[src/dcq_pkg.sv]
// shared widths, queue depths, entry layouts and ring identifier
package dcq_pkg;

  // line address with the odd bank bit in position 0
  localparam int ADDR_W = 37;
  localparam int LINE_W = 36;  // address without the odd bit

  // request tags
  localparam int TAG_W     = 5;
  localparam int TAG_COUNT = 32;

  // ring bus requester field is identifier then tag
  localparam int BUS_REQ_W = 10;
  localparam logic [BUS_REQ_W-TAG_W-1:0] CACHE_ID = 5'd0;

  // queue depths
  localparam int DREAD_DEPTH = 21;
  localparam int CODE_DEPTH  = 8;
  localparam int MISS_DEPTH  = 28;

  // top two tag bits of a code request
  localparam logic [1:0] CODE_REQ_MARK = 2'b10;

  // data read entry {want_excl, dupl, req, addr}
  localparam int DREAD_ENT_W = ADDR_W + TAG_W + 2;

  // code read entry {req, addr}
  localparam int CODE_ENT_W = ADDR_W + TAG_W;

  // miss entry {want_excl, dupl, req, addr}
  localparam int MISS_ENT_W = ADDR_W + TAG_W + 2;

endpackage

[src/dcq_arbiter.sv]
// dcq_arbiter fixed priority cache port select and queue pops
module dcq_arbiter
  import dcq_pkg::*;
(
  input  logic                   reply_insert,
  input  logic                   reply_exp,
  input  logic                   reply_second,
  input  logic [TAG_W-1:0]       reply_tag,
  input  logic [ADDR_W-1:0]      reply_exp_addr,
  input  logic [ADDR_W-1:0]      table_addr,
  input  logic                   table_dupl,
  input  logic                   dread_valid,
  input  logic [DREAD_ENT_W-1:0] dread_head,
  input  logic                   code_valid,
  input  logic [CODE_ENT_W-1:0]  code_head,
  output logic                   dread_pop,
  output logic                   code_pop,
  output logic                   cache_en,
  output logic                   cache_code,
  output logic                   cache_odd,
  output logic [TAG_W-1:0]       cache_req,
  output logic [LINE_W-1:0]      cache_line_addr,
  output logic                   cache_dupl,
  output logic                   cache_want_excl,
  output logic                   cache_ins_a,
  output logic                   cache_ins_b,
  output logic                   cache_exp
);

  logic [ADDR_W-1:0] dread_addr;
  logic [TAG_W-1:0]  dread_req;
  logic              dread_dupl;
  logic              dread_excl;
  logic [ADDR_W-1:0] code_addr;
  logic [TAG_W-1:0]  code_req;
  logic [ADDR_W-1:0] sel_addr;
  logic [TAG_W-1:0]  sel_req;
  logic              sel_dupl;
  logic              sel_excl;

  assign {dread_excl, dread_dupl, dread_req, dread_addr} = dread_head;
  assign {code_req, code_addr} = code_head;

  // replies first, then data reads, code reads last
  assign dread_pop = dread_valid && !reply_insert;
  assign code_pop  = code_valid && !reply_insert && !dread_valid;

  always_comb begin
    sel_addr = '0;
    sel_req  = '0;
    sel_dupl = 1'b0;
    sel_excl = 1'b0;
    if (reply_insert) begin
      sel_addr = reply_exp ? reply_exp_addr : table_addr;
      sel_req  = reply_tag;
      sel_dupl = !reply_exp && table_dupl;  // expunge carries no dupl
    end else if (dread_valid) begin
      sel_addr = dread_addr;
      sel_req  = dread_req;
      sel_dupl = dread_dupl;
      sel_excl = dread_excl;
    end else if (code_valid) begin
      sel_addr = code_addr;
      sel_req  = code_req;
    end
  end

  assign cache_en        = reply_insert || dread_pop || code_pop;
  assign cache_code      = code_pop;
  assign cache_odd       = sel_addr[0];
  assign cache_line_addr = sel_addr[ADDR_W-1:1];
  assign cache_req       = sel_req;
  assign cache_dupl      = sel_dupl;
  assign cache_want_excl = sel_excl;

  // line fill halves
  assign cache_ins_a = reply_insert && !reply_exp && !reply_second;
  assign cache_ins_b = reply_insert && !reply_exp && reply_second;
  assign cache_exp   = reply_insert && reply_exp;

endmodule

[src/dcq_fifo.sv]
// dcq_fifo circular request queue with occupancy count
module dcq_fifo #(
  parameter int DEPTH = 8,
  parameter int WIDTH = 32
) (
  input  logic             clk,
  input  logic             rst,
  input  logic             push,
  input  logic [WIDTH-1:0] push_data,
  input  logic             pop,
  output logic [WIDTH-1:0] head,
  output logic             not_empty,
  output logic             full
);

  localparam int PTR_W = (DEPTH > 1) ? $clog2(DEPTH) : 1;
  localparam int CNT_W = $clog2(DEPTH + 1);

  logic [WIDTH-1:0] mem [DEPTH];
  logic [PTR_W-1:0] wr_ptr;
  logic [PTR_W-1:0] rd_ptr;
  logic [CNT_W-1:0] count;

  // wraps at DEPTH, not at a power of two
  function automatic logic [PTR_W-1:0] next_ptr(input logic [PTR_W-1:0] ptr);
    if (ptr == PTR_W'(DEPTH - 1)) begin
      return '0;
    end
    return ptr + 1'b1;
  endfunction

  assign head      = mem[rd_ptr];  // combinational from storage
  assign not_empty = (count != '0);
  assign full      = (count == CNT_W'(DEPTH));

  always_ff @(posedge clk) begin
    if (push) begin
      mem[wr_ptr] <= push_data;
    end
  end

  always_ff @(posedge clk) begin
    if (rst) begin
      wr_ptr <= '0;
      rd_ptr <= '0;
      count  <= '0;
    end else begin
      if (push) wr_ptr <= next_ptr(wr_ptr);
      if (pop) rd_ptr <= next_ptr(rd_ptr);
      if (push && !pop) begin
        count <= count + 1'b1;
      end else if (pop && !push) begin
        count <= count - 1'b1;
      end
    end
  end

endmodule

[src/dcq_miss_issue.sv]
// dcq_miss_issue miss queue and its drain onto the ring bus
module dcq_miss_issue
  import dcq_pkg::*;
(
  input  logic                 clk,
  input  logic                 rst,
  input  logic                 miss_en,
  input  logic [ADDR_W-1:0]    miss_addr,
  input  logic [TAG_W-1:0]     miss_req,
  input  logic                 miss_dupl,
  input  logic                 miss_want_excl,
  input  logic                 rbus_can,
  output logic                 rbus_want,
  output logic                 rbus_used,
  output logic [ADDR_W-1:0]    rbus_addr,
  output logic [BUS_REQ_W-1:0] rbus_src_req,
  output logic                 rbus_code,
  output logic                 rbus_dupl,
  output logic                 rbus_want_excl
);

  logic [MISS_ENT_W-1:0] miss_head;
  logic [TAG_W-1:0]      head_req;
  logic                  miss_pending;

  dcq_fifo #(
    .DEPTH(MISS_DEPTH),
    .WIDTH(MISS_ENT_W)
  ) u_fifo (
    .clk      (clk),
    .rst      (rst),
    .push     (miss_en),
    .push_data({miss_want_excl, miss_dupl, miss_req, miss_addr}),
    .pop      (rbus_used),
    .head     (miss_head),
    .not_empty(miss_pending),
    .full     ()
  );

  assign {rbus_want_excl, rbus_dupl, head_req, rbus_addr} = miss_head;

  assign rbus_want = miss_pending;  // level, held until granted
  assign rbus_used = rbus_can && rbus_want;  // head leaves this cycle

  assign rbus_src_req = {CACHE_ID, head_req};
  assign rbus_code    = (head_req[TAG_W-1:TAG_W-2] == CODE_REQ_MARK);

endmodule

[src/dcq_reply_stage.sv]
// dcq_reply_stage registered ring bus reply decode
module dcq_reply_stage
  import dcq_pkg::*;
(
  input  logic                 clk,
  input  logic                 rst,
  input  logic                 rbusan_used,
  input  logic                 rbusan_mem_reply,
  input  logic                 rbusan_expun,
  input  logic                 rbusan_second,
  input  logic [BUS_REQ_W-1:0] rbusan_dst_req,
  input  logic [63:0]          rbusan_data64,
  output logic                 reply_insert,
  output logic                 reply_exp,
  output logic                 reply_second,
  output logic [TAG_W-1:0]     reply_tag,
  output logic [ADDR_W-1:0]    reply_exp_addr
);

  logic for_us;
  logic is_exp;

  assign for_us = rbusan_mem_reply && (rbusan_dst_req[BUS_REQ_W-1:TAG_W] == CACHE_ID);
  assign is_exp = rbusan_used && rbusan_expun;

  always_ff @(posedge clk) begin
    if (rst) begin
      reply_insert <= 1'b0;
      reply_exp    <= 1'b0;
    end else begin
      reply_insert <= (rbusan_used && for_us) || is_exp;
      reply_exp    <= is_exp;
    end
  end

  // payload
  always_ff @(posedge clk) begin
    reply_second   <= rbusan_second;
    reply_tag      <= rbusan_dst_req[TAG_W-1:0];
    reply_exp_addr <= rbusan_data64[ADDR_W-1:0];  // expunge line address
  end

endmodule

[src/dcq_reply_table.sv]
// dcq_reply_table miss address store indexed by tag with post-reset clear sweep
module dcq_reply_table
  import dcq_pkg::*;
(
  input  logic              clk,
  input  logic              rst,
  input  logic              miss_en,
  input  logic [TAG_W-1:0]  miss_req,
  input  logic [ADDR_W-1:0] miss_addr,
  input  logic              miss_dupl,
  input  logic [TAG_W-1:0]  rd_tag,
  output logic [ADDR_W-1:0] rd_addr,
  output logic              rd_dupl
);

  // each entry is {dupl, addr}
  logic [ADDR_W:0]  entry_mem [TAG_COUNT];
  logic             sweep_on;
  logic [TAG_W-1:0] sweep_cnt;

  // rd_tag comes already registered from the reply stage
  assign {rd_dupl, rd_addr} = entry_mem[rd_tag];

  always_ff @(posedge clk) begin
    if (sweep_on) begin
      entry_mem[sweep_cnt] <= '0;
    end else if (miss_en) begin
      entry_mem[miss_req] <= {miss_dupl, miss_addr};
    end
  end

  // one entry cleared per cycle
  always_ff @(posedge clk) begin
    if (rst) begin
      sweep_on  <= 1'b1;
      sweep_cnt <= '0;
    end else if (sweep_on) begin
      sweep_cnt <= sweep_cnt + 1'b1;
      if (sweep_cnt == TAG_W'(TAG_COUNT - 1)) begin
        sweep_on <= 1'b0;  // last entry done
      end
    end
  end

endmodule

[src/dcq_top.sv]
// dcq_top data cache request side top level
module dcq_top
  import dcq_pkg::*;
(
  input  logic                 clk,
  input  logic                 rst,
  input  logic                 dread_en,
  input  logic [ADDR_W-1:0]    dread_addr,
  input  logic [TAG_W-1:0]     dread_req,
  input  logic                 dread_dupl,
  input  logic                 dread_want_excl,
  input  logic                 code_en,
  input  logic [ADDR_W-1:0]    code_addr,
  input  logic [TAG_W-1:0]     code_req,
  input  logic                 miss_en,
  input  logic [ADDR_W-1:0]    miss_addr,
  input  logic [TAG_W-1:0]     miss_req,
  input  logic                 miss_dupl,
  input  logic                 miss_want_excl,
  input  logic                 rbus_can,
  input  logic                 rbusan_used,
  input  logic                 rbusan_mem_reply,
  input  logic                 rbusan_expun,
  input  logic                 rbusan_second,
  input  logic [BUS_REQ_W-1:0] rbusan_dst_req,
  input  logic [63:0]          rbusan_data64,
  output logic                 rbus_want,
  output logic                 rbus_used,
  output logic [ADDR_W-1:0]    rbus_addr,
  output logic [BUS_REQ_W-1:0] rbus_src_req,
  output logic                 rbus_code,
  output logic                 rbus_dupl,
  output logic                 rbus_want_excl,
  output logic                 cache_en,
  output logic                 cache_code,
  output logic                 cache_odd,
  output logic [TAG_W-1:0]     cache_req,
  output logic [LINE_W-1:0]    cache_line_addr,
  output logic                 cache_dupl,
  output logic                 cache_want_excl,
  output logic                 cache_ins_a,
  output logic                 cache_ins_b,
  output logic                 cache_exp
);

  logic [DREAD_ENT_W-1:0] dread_head;
  logic [CODE_ENT_W-1:0]  code_head;
  logic                   dread_valid, dread_pop;
  logic                   code_valid, code_pop;
  logic                   reply_insert, reply_exp, reply_second;
  logic [TAG_W-1:0]       reply_tag;
  logic [ADDR_W-1:0]      reply_exp_addr;
  logic [ADDR_W-1:0]      table_addr;
  logic                   table_dupl;

  dcq_fifo #(.DEPTH(DREAD_DEPTH), .WIDTH(DREAD_ENT_W)) u_dread (
    .clk(clk), .rst(rst), .push(dread_en),
    .push_data({dread_want_excl, dread_dupl, dread_req, dread_addr}),
    .pop(dread_pop), .head(dread_head), .not_empty(dread_valid), .full()
  );

  dcq_fifo #(.DEPTH(CODE_DEPTH), .WIDTH(CODE_ENT_W)) u_code (
    .clk(clk), .rst(rst), .push(code_en), .push_data({code_req, code_addr}),
    .pop(code_pop), .head(code_head), .not_empty(code_valid), .full()
  );

  dcq_reply_table u_table (
    .clk(clk), .rst(rst), .miss_en(miss_en), .miss_req(miss_req),
    .miss_addr(miss_addr), .miss_dupl(miss_dupl), .rd_tag(reply_tag),
    .rd_addr(table_addr), .rd_dupl(table_dupl)
  );

  dcq_reply_stage u_reply (
    .clk(clk), .rst(rst), .rbusan_used(rbusan_used), .rbusan_mem_reply(rbusan_mem_reply),
    .rbusan_expun(rbusan_expun), .rbusan_second(rbusan_second),
    .rbusan_dst_req(rbusan_dst_req), .rbusan_data64(rbusan_data64),
    .reply_insert(reply_insert), .reply_exp(reply_exp), .reply_second(reply_second),
    .reply_tag(reply_tag), .reply_exp_addr(reply_exp_addr)
  );

  dcq_arbiter u_arb (
    .reply_insert(reply_insert), .reply_exp(reply_exp), .reply_second(reply_second),
    .reply_tag(reply_tag), .reply_exp_addr(reply_exp_addr), .table_addr(table_addr),
    .table_dupl(table_dupl), .dread_valid(dread_valid), .dread_head(dread_head),
    .code_valid(code_valid), .code_head(code_head), .dread_pop(dread_pop),
    .code_pop(code_pop), .cache_en(cache_en), .cache_code(cache_code),
    .cache_odd(cache_odd), .cache_req(cache_req), .cache_line_addr(cache_line_addr),
    .cache_dupl(cache_dupl), .cache_want_excl(cache_want_excl),
    .cache_ins_a(cache_ins_a), .cache_ins_b(cache_ins_b), .cache_exp(cache_exp)
  );

  dcq_miss_issue u_miss (
    .clk(clk), .rst(rst), .miss_en(miss_en), .miss_addr(miss_addr),
    .miss_req(miss_req), .miss_dupl(miss_dupl), .miss_want_excl(miss_want_excl),
    .rbus_can(rbus_can), .rbus_want(rbus_want), .rbus_used(rbus_used),
    .rbus_addr(rbus_addr), .rbus_src_req(rbus_src_req), .rbus_code(rbus_code),
    .rbus_dupl(rbus_dupl), .rbus_want_excl(rbus_want_excl)
  );

endmodule

[config.mk]
export PLATFORM = sky130hd
export DESIGN_NAME = dcq_top
export DESIGN_NICKNAME = d
export VERILOG_FILES = /design/src/dcq_pkg.sv /design/src/dcq_arbiter.sv /design/src/dcq_fifo.sv /design/src/dcq_miss_issue.sv /design/src/dcq_reply_stage.sv /design/src/dcq_reply_table.sv /design/src/dcq_top.sv
export SDC_FILE = /design/constraint.sdc
export NUM_CORES = 2
export LEC_CHECK = 0
export ABC_AREA = 1
export BUFFER_PORTS_ARGS = -buffer_cell sky130_fd_sc_hd__buf_2
export CAP_MARGIN = 20
export CORE_ASPECT_RATIO = 0.7
export CORE_MARGIN = 1
export CORE_UTILIZATION = 46
export DETAILED_ROUTE_END_ITERATION = 8
export PLACE_DENSITY = 0.73
export REMOVE_ABC_BUFFERS = 1
export SLEW_MARGIN = 30
export SYNTH_ARGS = -nofsm -noshare
export SYNTH_HDL_FRONTEND = slang
export SYNTH_SLANG_ARGS = --single-unit
[constraint.sdc]
create_clock -name clk -period 11.2 [get_ports clk]
set_input_delay 1.68 -clock clk [delete_from_list [all_inputs] [get_ports clk]]
set_output_delay 1.68 -clock clk [all_outputs]
set_load 0.01 [all_outputs]
==> results.md <==
Status:
- The flow ran to the end, and the final reports show no timing, DRC or antenna violations.

Pwr:
- In this run the static leakage power is 59.2 nW.
- The power per unit of standard cell area is 205 nW/um^2.
- The total power draw is between 0.03 and 0.04 W.
- Across the VDD grid, the largest voltage drop is 0.340 mV.

STA:
- The hold violation count in the final report is 0.
- The clock tree skew after final layout is 0.0811 ns.
- The final critical delay including setup and external delays is about 7 ns.
- The number of max-slew violations in the final report is 0.
- For the pin with the worst max-slew slack, the measured transition is 1.17 ns.
- Of the available clock period, the critical path in the final layout requires a little over three fifths.
- Setup repair after global routing left no endpoint under its margin.
- The setup-violating endpoint count in the final report is 0.
- Headroom to the max-slew limit came out at 21.7%.
- The fmax is between 0.1 and 0.15 GHz.

Worst setup path:
- The critical path capture point type is an output pin.
- STA classifies the critical path startpoint as a flip-flop.
- Data on the critical path is required at its endpoint by around 9.5 ns.
- The classification of the worst setup path is reg2out.
- Along the worst path, the maximum fanout reaches 72.
- At the worst endpoint, the arrival time is 5.35 ns.

Job:
- Across the run, the number of max-cap violations was 0.

Synth:
- The proportion of netlist area held by the largest area contributor is 73.3%.
- The main flop type after synthesis is edfxtp_1.
- The post-synthesis register bit count is 3812.
- After synthesis the cells add up to about 150000 um^2.
- The library cell occupying the most area in the post-synthesis netlist is edfxtp_1.
- The synthesized design contains 3708 enable-type register cells.
- The commonest cells after synthesis are edfxtp_1 (3708), nand2_1 (3244), nand3_1 (2188), nor2_1 (1070), o21ai_0 (620).
- The most instantiated library cell after synthesis is edfxtp_1.
- Yosys mapped the design onto 36 distinct sky130hd cell types.
- Ranked by total cell area, the synthesized netlist is headed by edfxtp_1 (73%), nand2_1 (8.0%), nand3_1 (7.2%).
- For this run, the register share of the synthesized area comes to ~75%.
- The synthesized instance count is roughly 13000.
- For this run, asynchronously set or reset flops after synthesis account for 0%.
- In this run the mean area of a mapped cell was roughly 12 um^2.
- The Yosys warning count is 0.

Die:
- The number of core rows is 176.
- The die boundary height is 483 um.
- For this configuration, the core starts out at a cell density of 46.2%.
- The top-level port count is ~320.
- The floorplan step defined a core boundary enclosing around 330000 um^2.
- The area enclosed by the die boundary is 333000 um^2.
- From left edge to right edge, the die measures 689 um.

Route:
- After detailed routing, the number of vias per cell comes to 5.82.
- Dividing the detail-routed wire length by the instance count gives 24.3 um.
- In the routed design, unresolved DRC markers number 0.
- The number of detailed-route iterations in the first pass is 7.
- The detail route stage leaves a number of antenna-violating nets equal to 0.
- After detailed routing, the total wire length is about 420 mm.
- The starting DRC count in detailed routing is 15400.
- Across all layers, the routed design uses 100000 vias.

GRT:
- Global routing consumed, over all layers together, 24.4% of the routing resources.
- The number of antenna violations at the first check in global routing is a little over 70.
- After global routing the overflow that remains totals 0.
- The via count of the first global-routing pass is ~92000.
- The first-pass GRT wire length is 604 mm.
- The largest net degree at the start of global routing is 228.

Final layout:
- The post-layout instance count excluding filler cells is between 15000 and 20000.
- The proportion of layout cells with a drive suffix above 1 is around 9%.
- The number of nets in the final layout is around 13000.
- The layout overhead on the synthesized area is 11.4%.
- The footprint of the flip-flops and latches is 113000 um^2.
- The finished cells cover 169000 um^2.
- The multi-input combinational cells in the finished layout cover a total of 35000 um^2.
- The final core area utilization is 51.5%.
- After filler insertion, the fill cell instance count of the layout stands at 26900.

Clock tree:
- TritonCTS created between 300 and 400 clock buffers.
- The clock tree synthesis step divided the H-tree into 5 levels.
- The clock insertion delay at the later pin of the skew report is 0.95 ns.
- The tree is rooted in a clkbuf_16.
- TritonCTS built the clock tree.
- The clock input transition at the sequential cells of the worst setup and hold paths is 0.06 ns.
- The number of buffers added for setup after CTS is 0.
- Buffers inserted to repair hold after CTS numbered 0.
- No sink is reached through more buffers than the 4 on the longest clock path.
- The TritonCTS sink count is 3812.
- The post-CTS resize count is 0.

Placed design:
- After detailed placement, the total cell area comes to 158000 um^2.
- The routability congestion estimate from global placement is 0.812.
- The number of placed instances, taps included, is 16600.
- The count of input and output buffers is 282.
- The HPWL after detailed placement is between 200 and 250 mm.

Worst hold path:
- The class of the tightest hold or removal check is reg2reg.
-- where the power goes --
group,leakage (nW),switching (W),internal (W)
Sequential,34.0,0.000233,0.0158
Combinational,19.6,0.00490,0.00186
Clock,5.56,0.00527,0.00667
-- layout by cell type, fill, tap and decap left out, types with 26 or more instances in the layout --
cell type	Yosys	layout
clkinv_2	0	63
inv_1	127	122
clkbuf_1	368	76
o221ai_1	26	26
o21ai_1	111	111
a21oi_1	248	243
o21ai_0	620	620
clkinv_1	7	75
nand2_1	3244	3243
dfxtp_1	104	87
nor2_4	0	100
buf_2	248	282
edfxtp_1	3708	3708
buf_4	56	183
clkbuf_16	0	370
nand3_1	2188	2188
ha_1	28	28
o22ai_1	102	102
nor2_1	1070	970
o211ai_1	88	88
diode_2	0	30
-- kinds of logic after synthesis --
family	after synthesis	share of synthesized area [%]
buf+inv	954	2.80
simple gates	6527	18.0
flops	3812	74.7
fa+ha+maj	31	0.270
other cells	1	0.00247
compound gates	1200	4.25
xor+xnor	10	0.0577
-- worst paths after layout --
| kind | endpoint | cells past startpoint | slack [ns] | start |
|---|---|---|---|---|
| worst max-delay path | cache_line_addr[27] | 11 | 4.17 | u_reply.reply_tag[0] |
| worst min register to register | flip-flop | 2 | 0.48 | u_code.rd_ptr[1] |
| worst max register to register | u_table.entry_mem[25][21] | 8 | 6.88 | u_table.sweep_on |
| worst min-delay path | flip-flop | 2 | 0.48 | u_code.rd_ptr[1] |
-- flip-flops by register name (all words and copies together) (netlist names), 37 cells and up, named ones only --
name and flops:
u_miss.u_fifo.mem 1232, u_reply.reply_exp_addr 37, u_table.entry_mem 1216, u_dread.mem 924, u_code.mem 336
-- worst max-delay path: stages, from the launching register on --
cell,delay (ns)
dfxtp_4,0.81
buf_4,0.78
buf_4,0.74
nand2_1,0.10
nand3_1,0.11
nand3_1,0.10
nand2_1,0.20
nand2_1,0.08
nand3_1,0.18
nand3_1,0.50
nand2_1,0.47
buf_2,0.20
-- final cells by class --
class | count | area share (%)
Timing Repair Buffer | 491 | 1.93
Antenna cell | 30 | 0.0443
Multi-Input combinational cell | 7773 | 20.7
Clock buffer | 456 | 5.72
Clock inverter | 196 | 0.992
Tap cell | 4361 | 3.22
Inverter | 144 | 0.358
Sequential cell | 3812 | 67.0
-- per-layer routing --
layer  vias to the layer above  GRT usage, %  wire length (um)
li1                      44700             -                 -
met1                     48200          35.3            164000
met2                      6512          35.3            180000
met3                       960          5.86             56500
met4                        32          10.3             18600
met5                         -             0               192
-- stage by stage --
step           hold slack [ns]  setup slack, ns  setup TNS (ns)
6_report                 0.481             4.17               0
4_1_cts                  0.480             4.26               0
2_1_floorplan            0.456           -18.15        -1478.44
3_3_place_gp             0.466             5.28               0
5_1_grt                  0.511             3.96               0
3_5_place_dp             0.470             5.28               0
(Power assumes the default switching activity.)
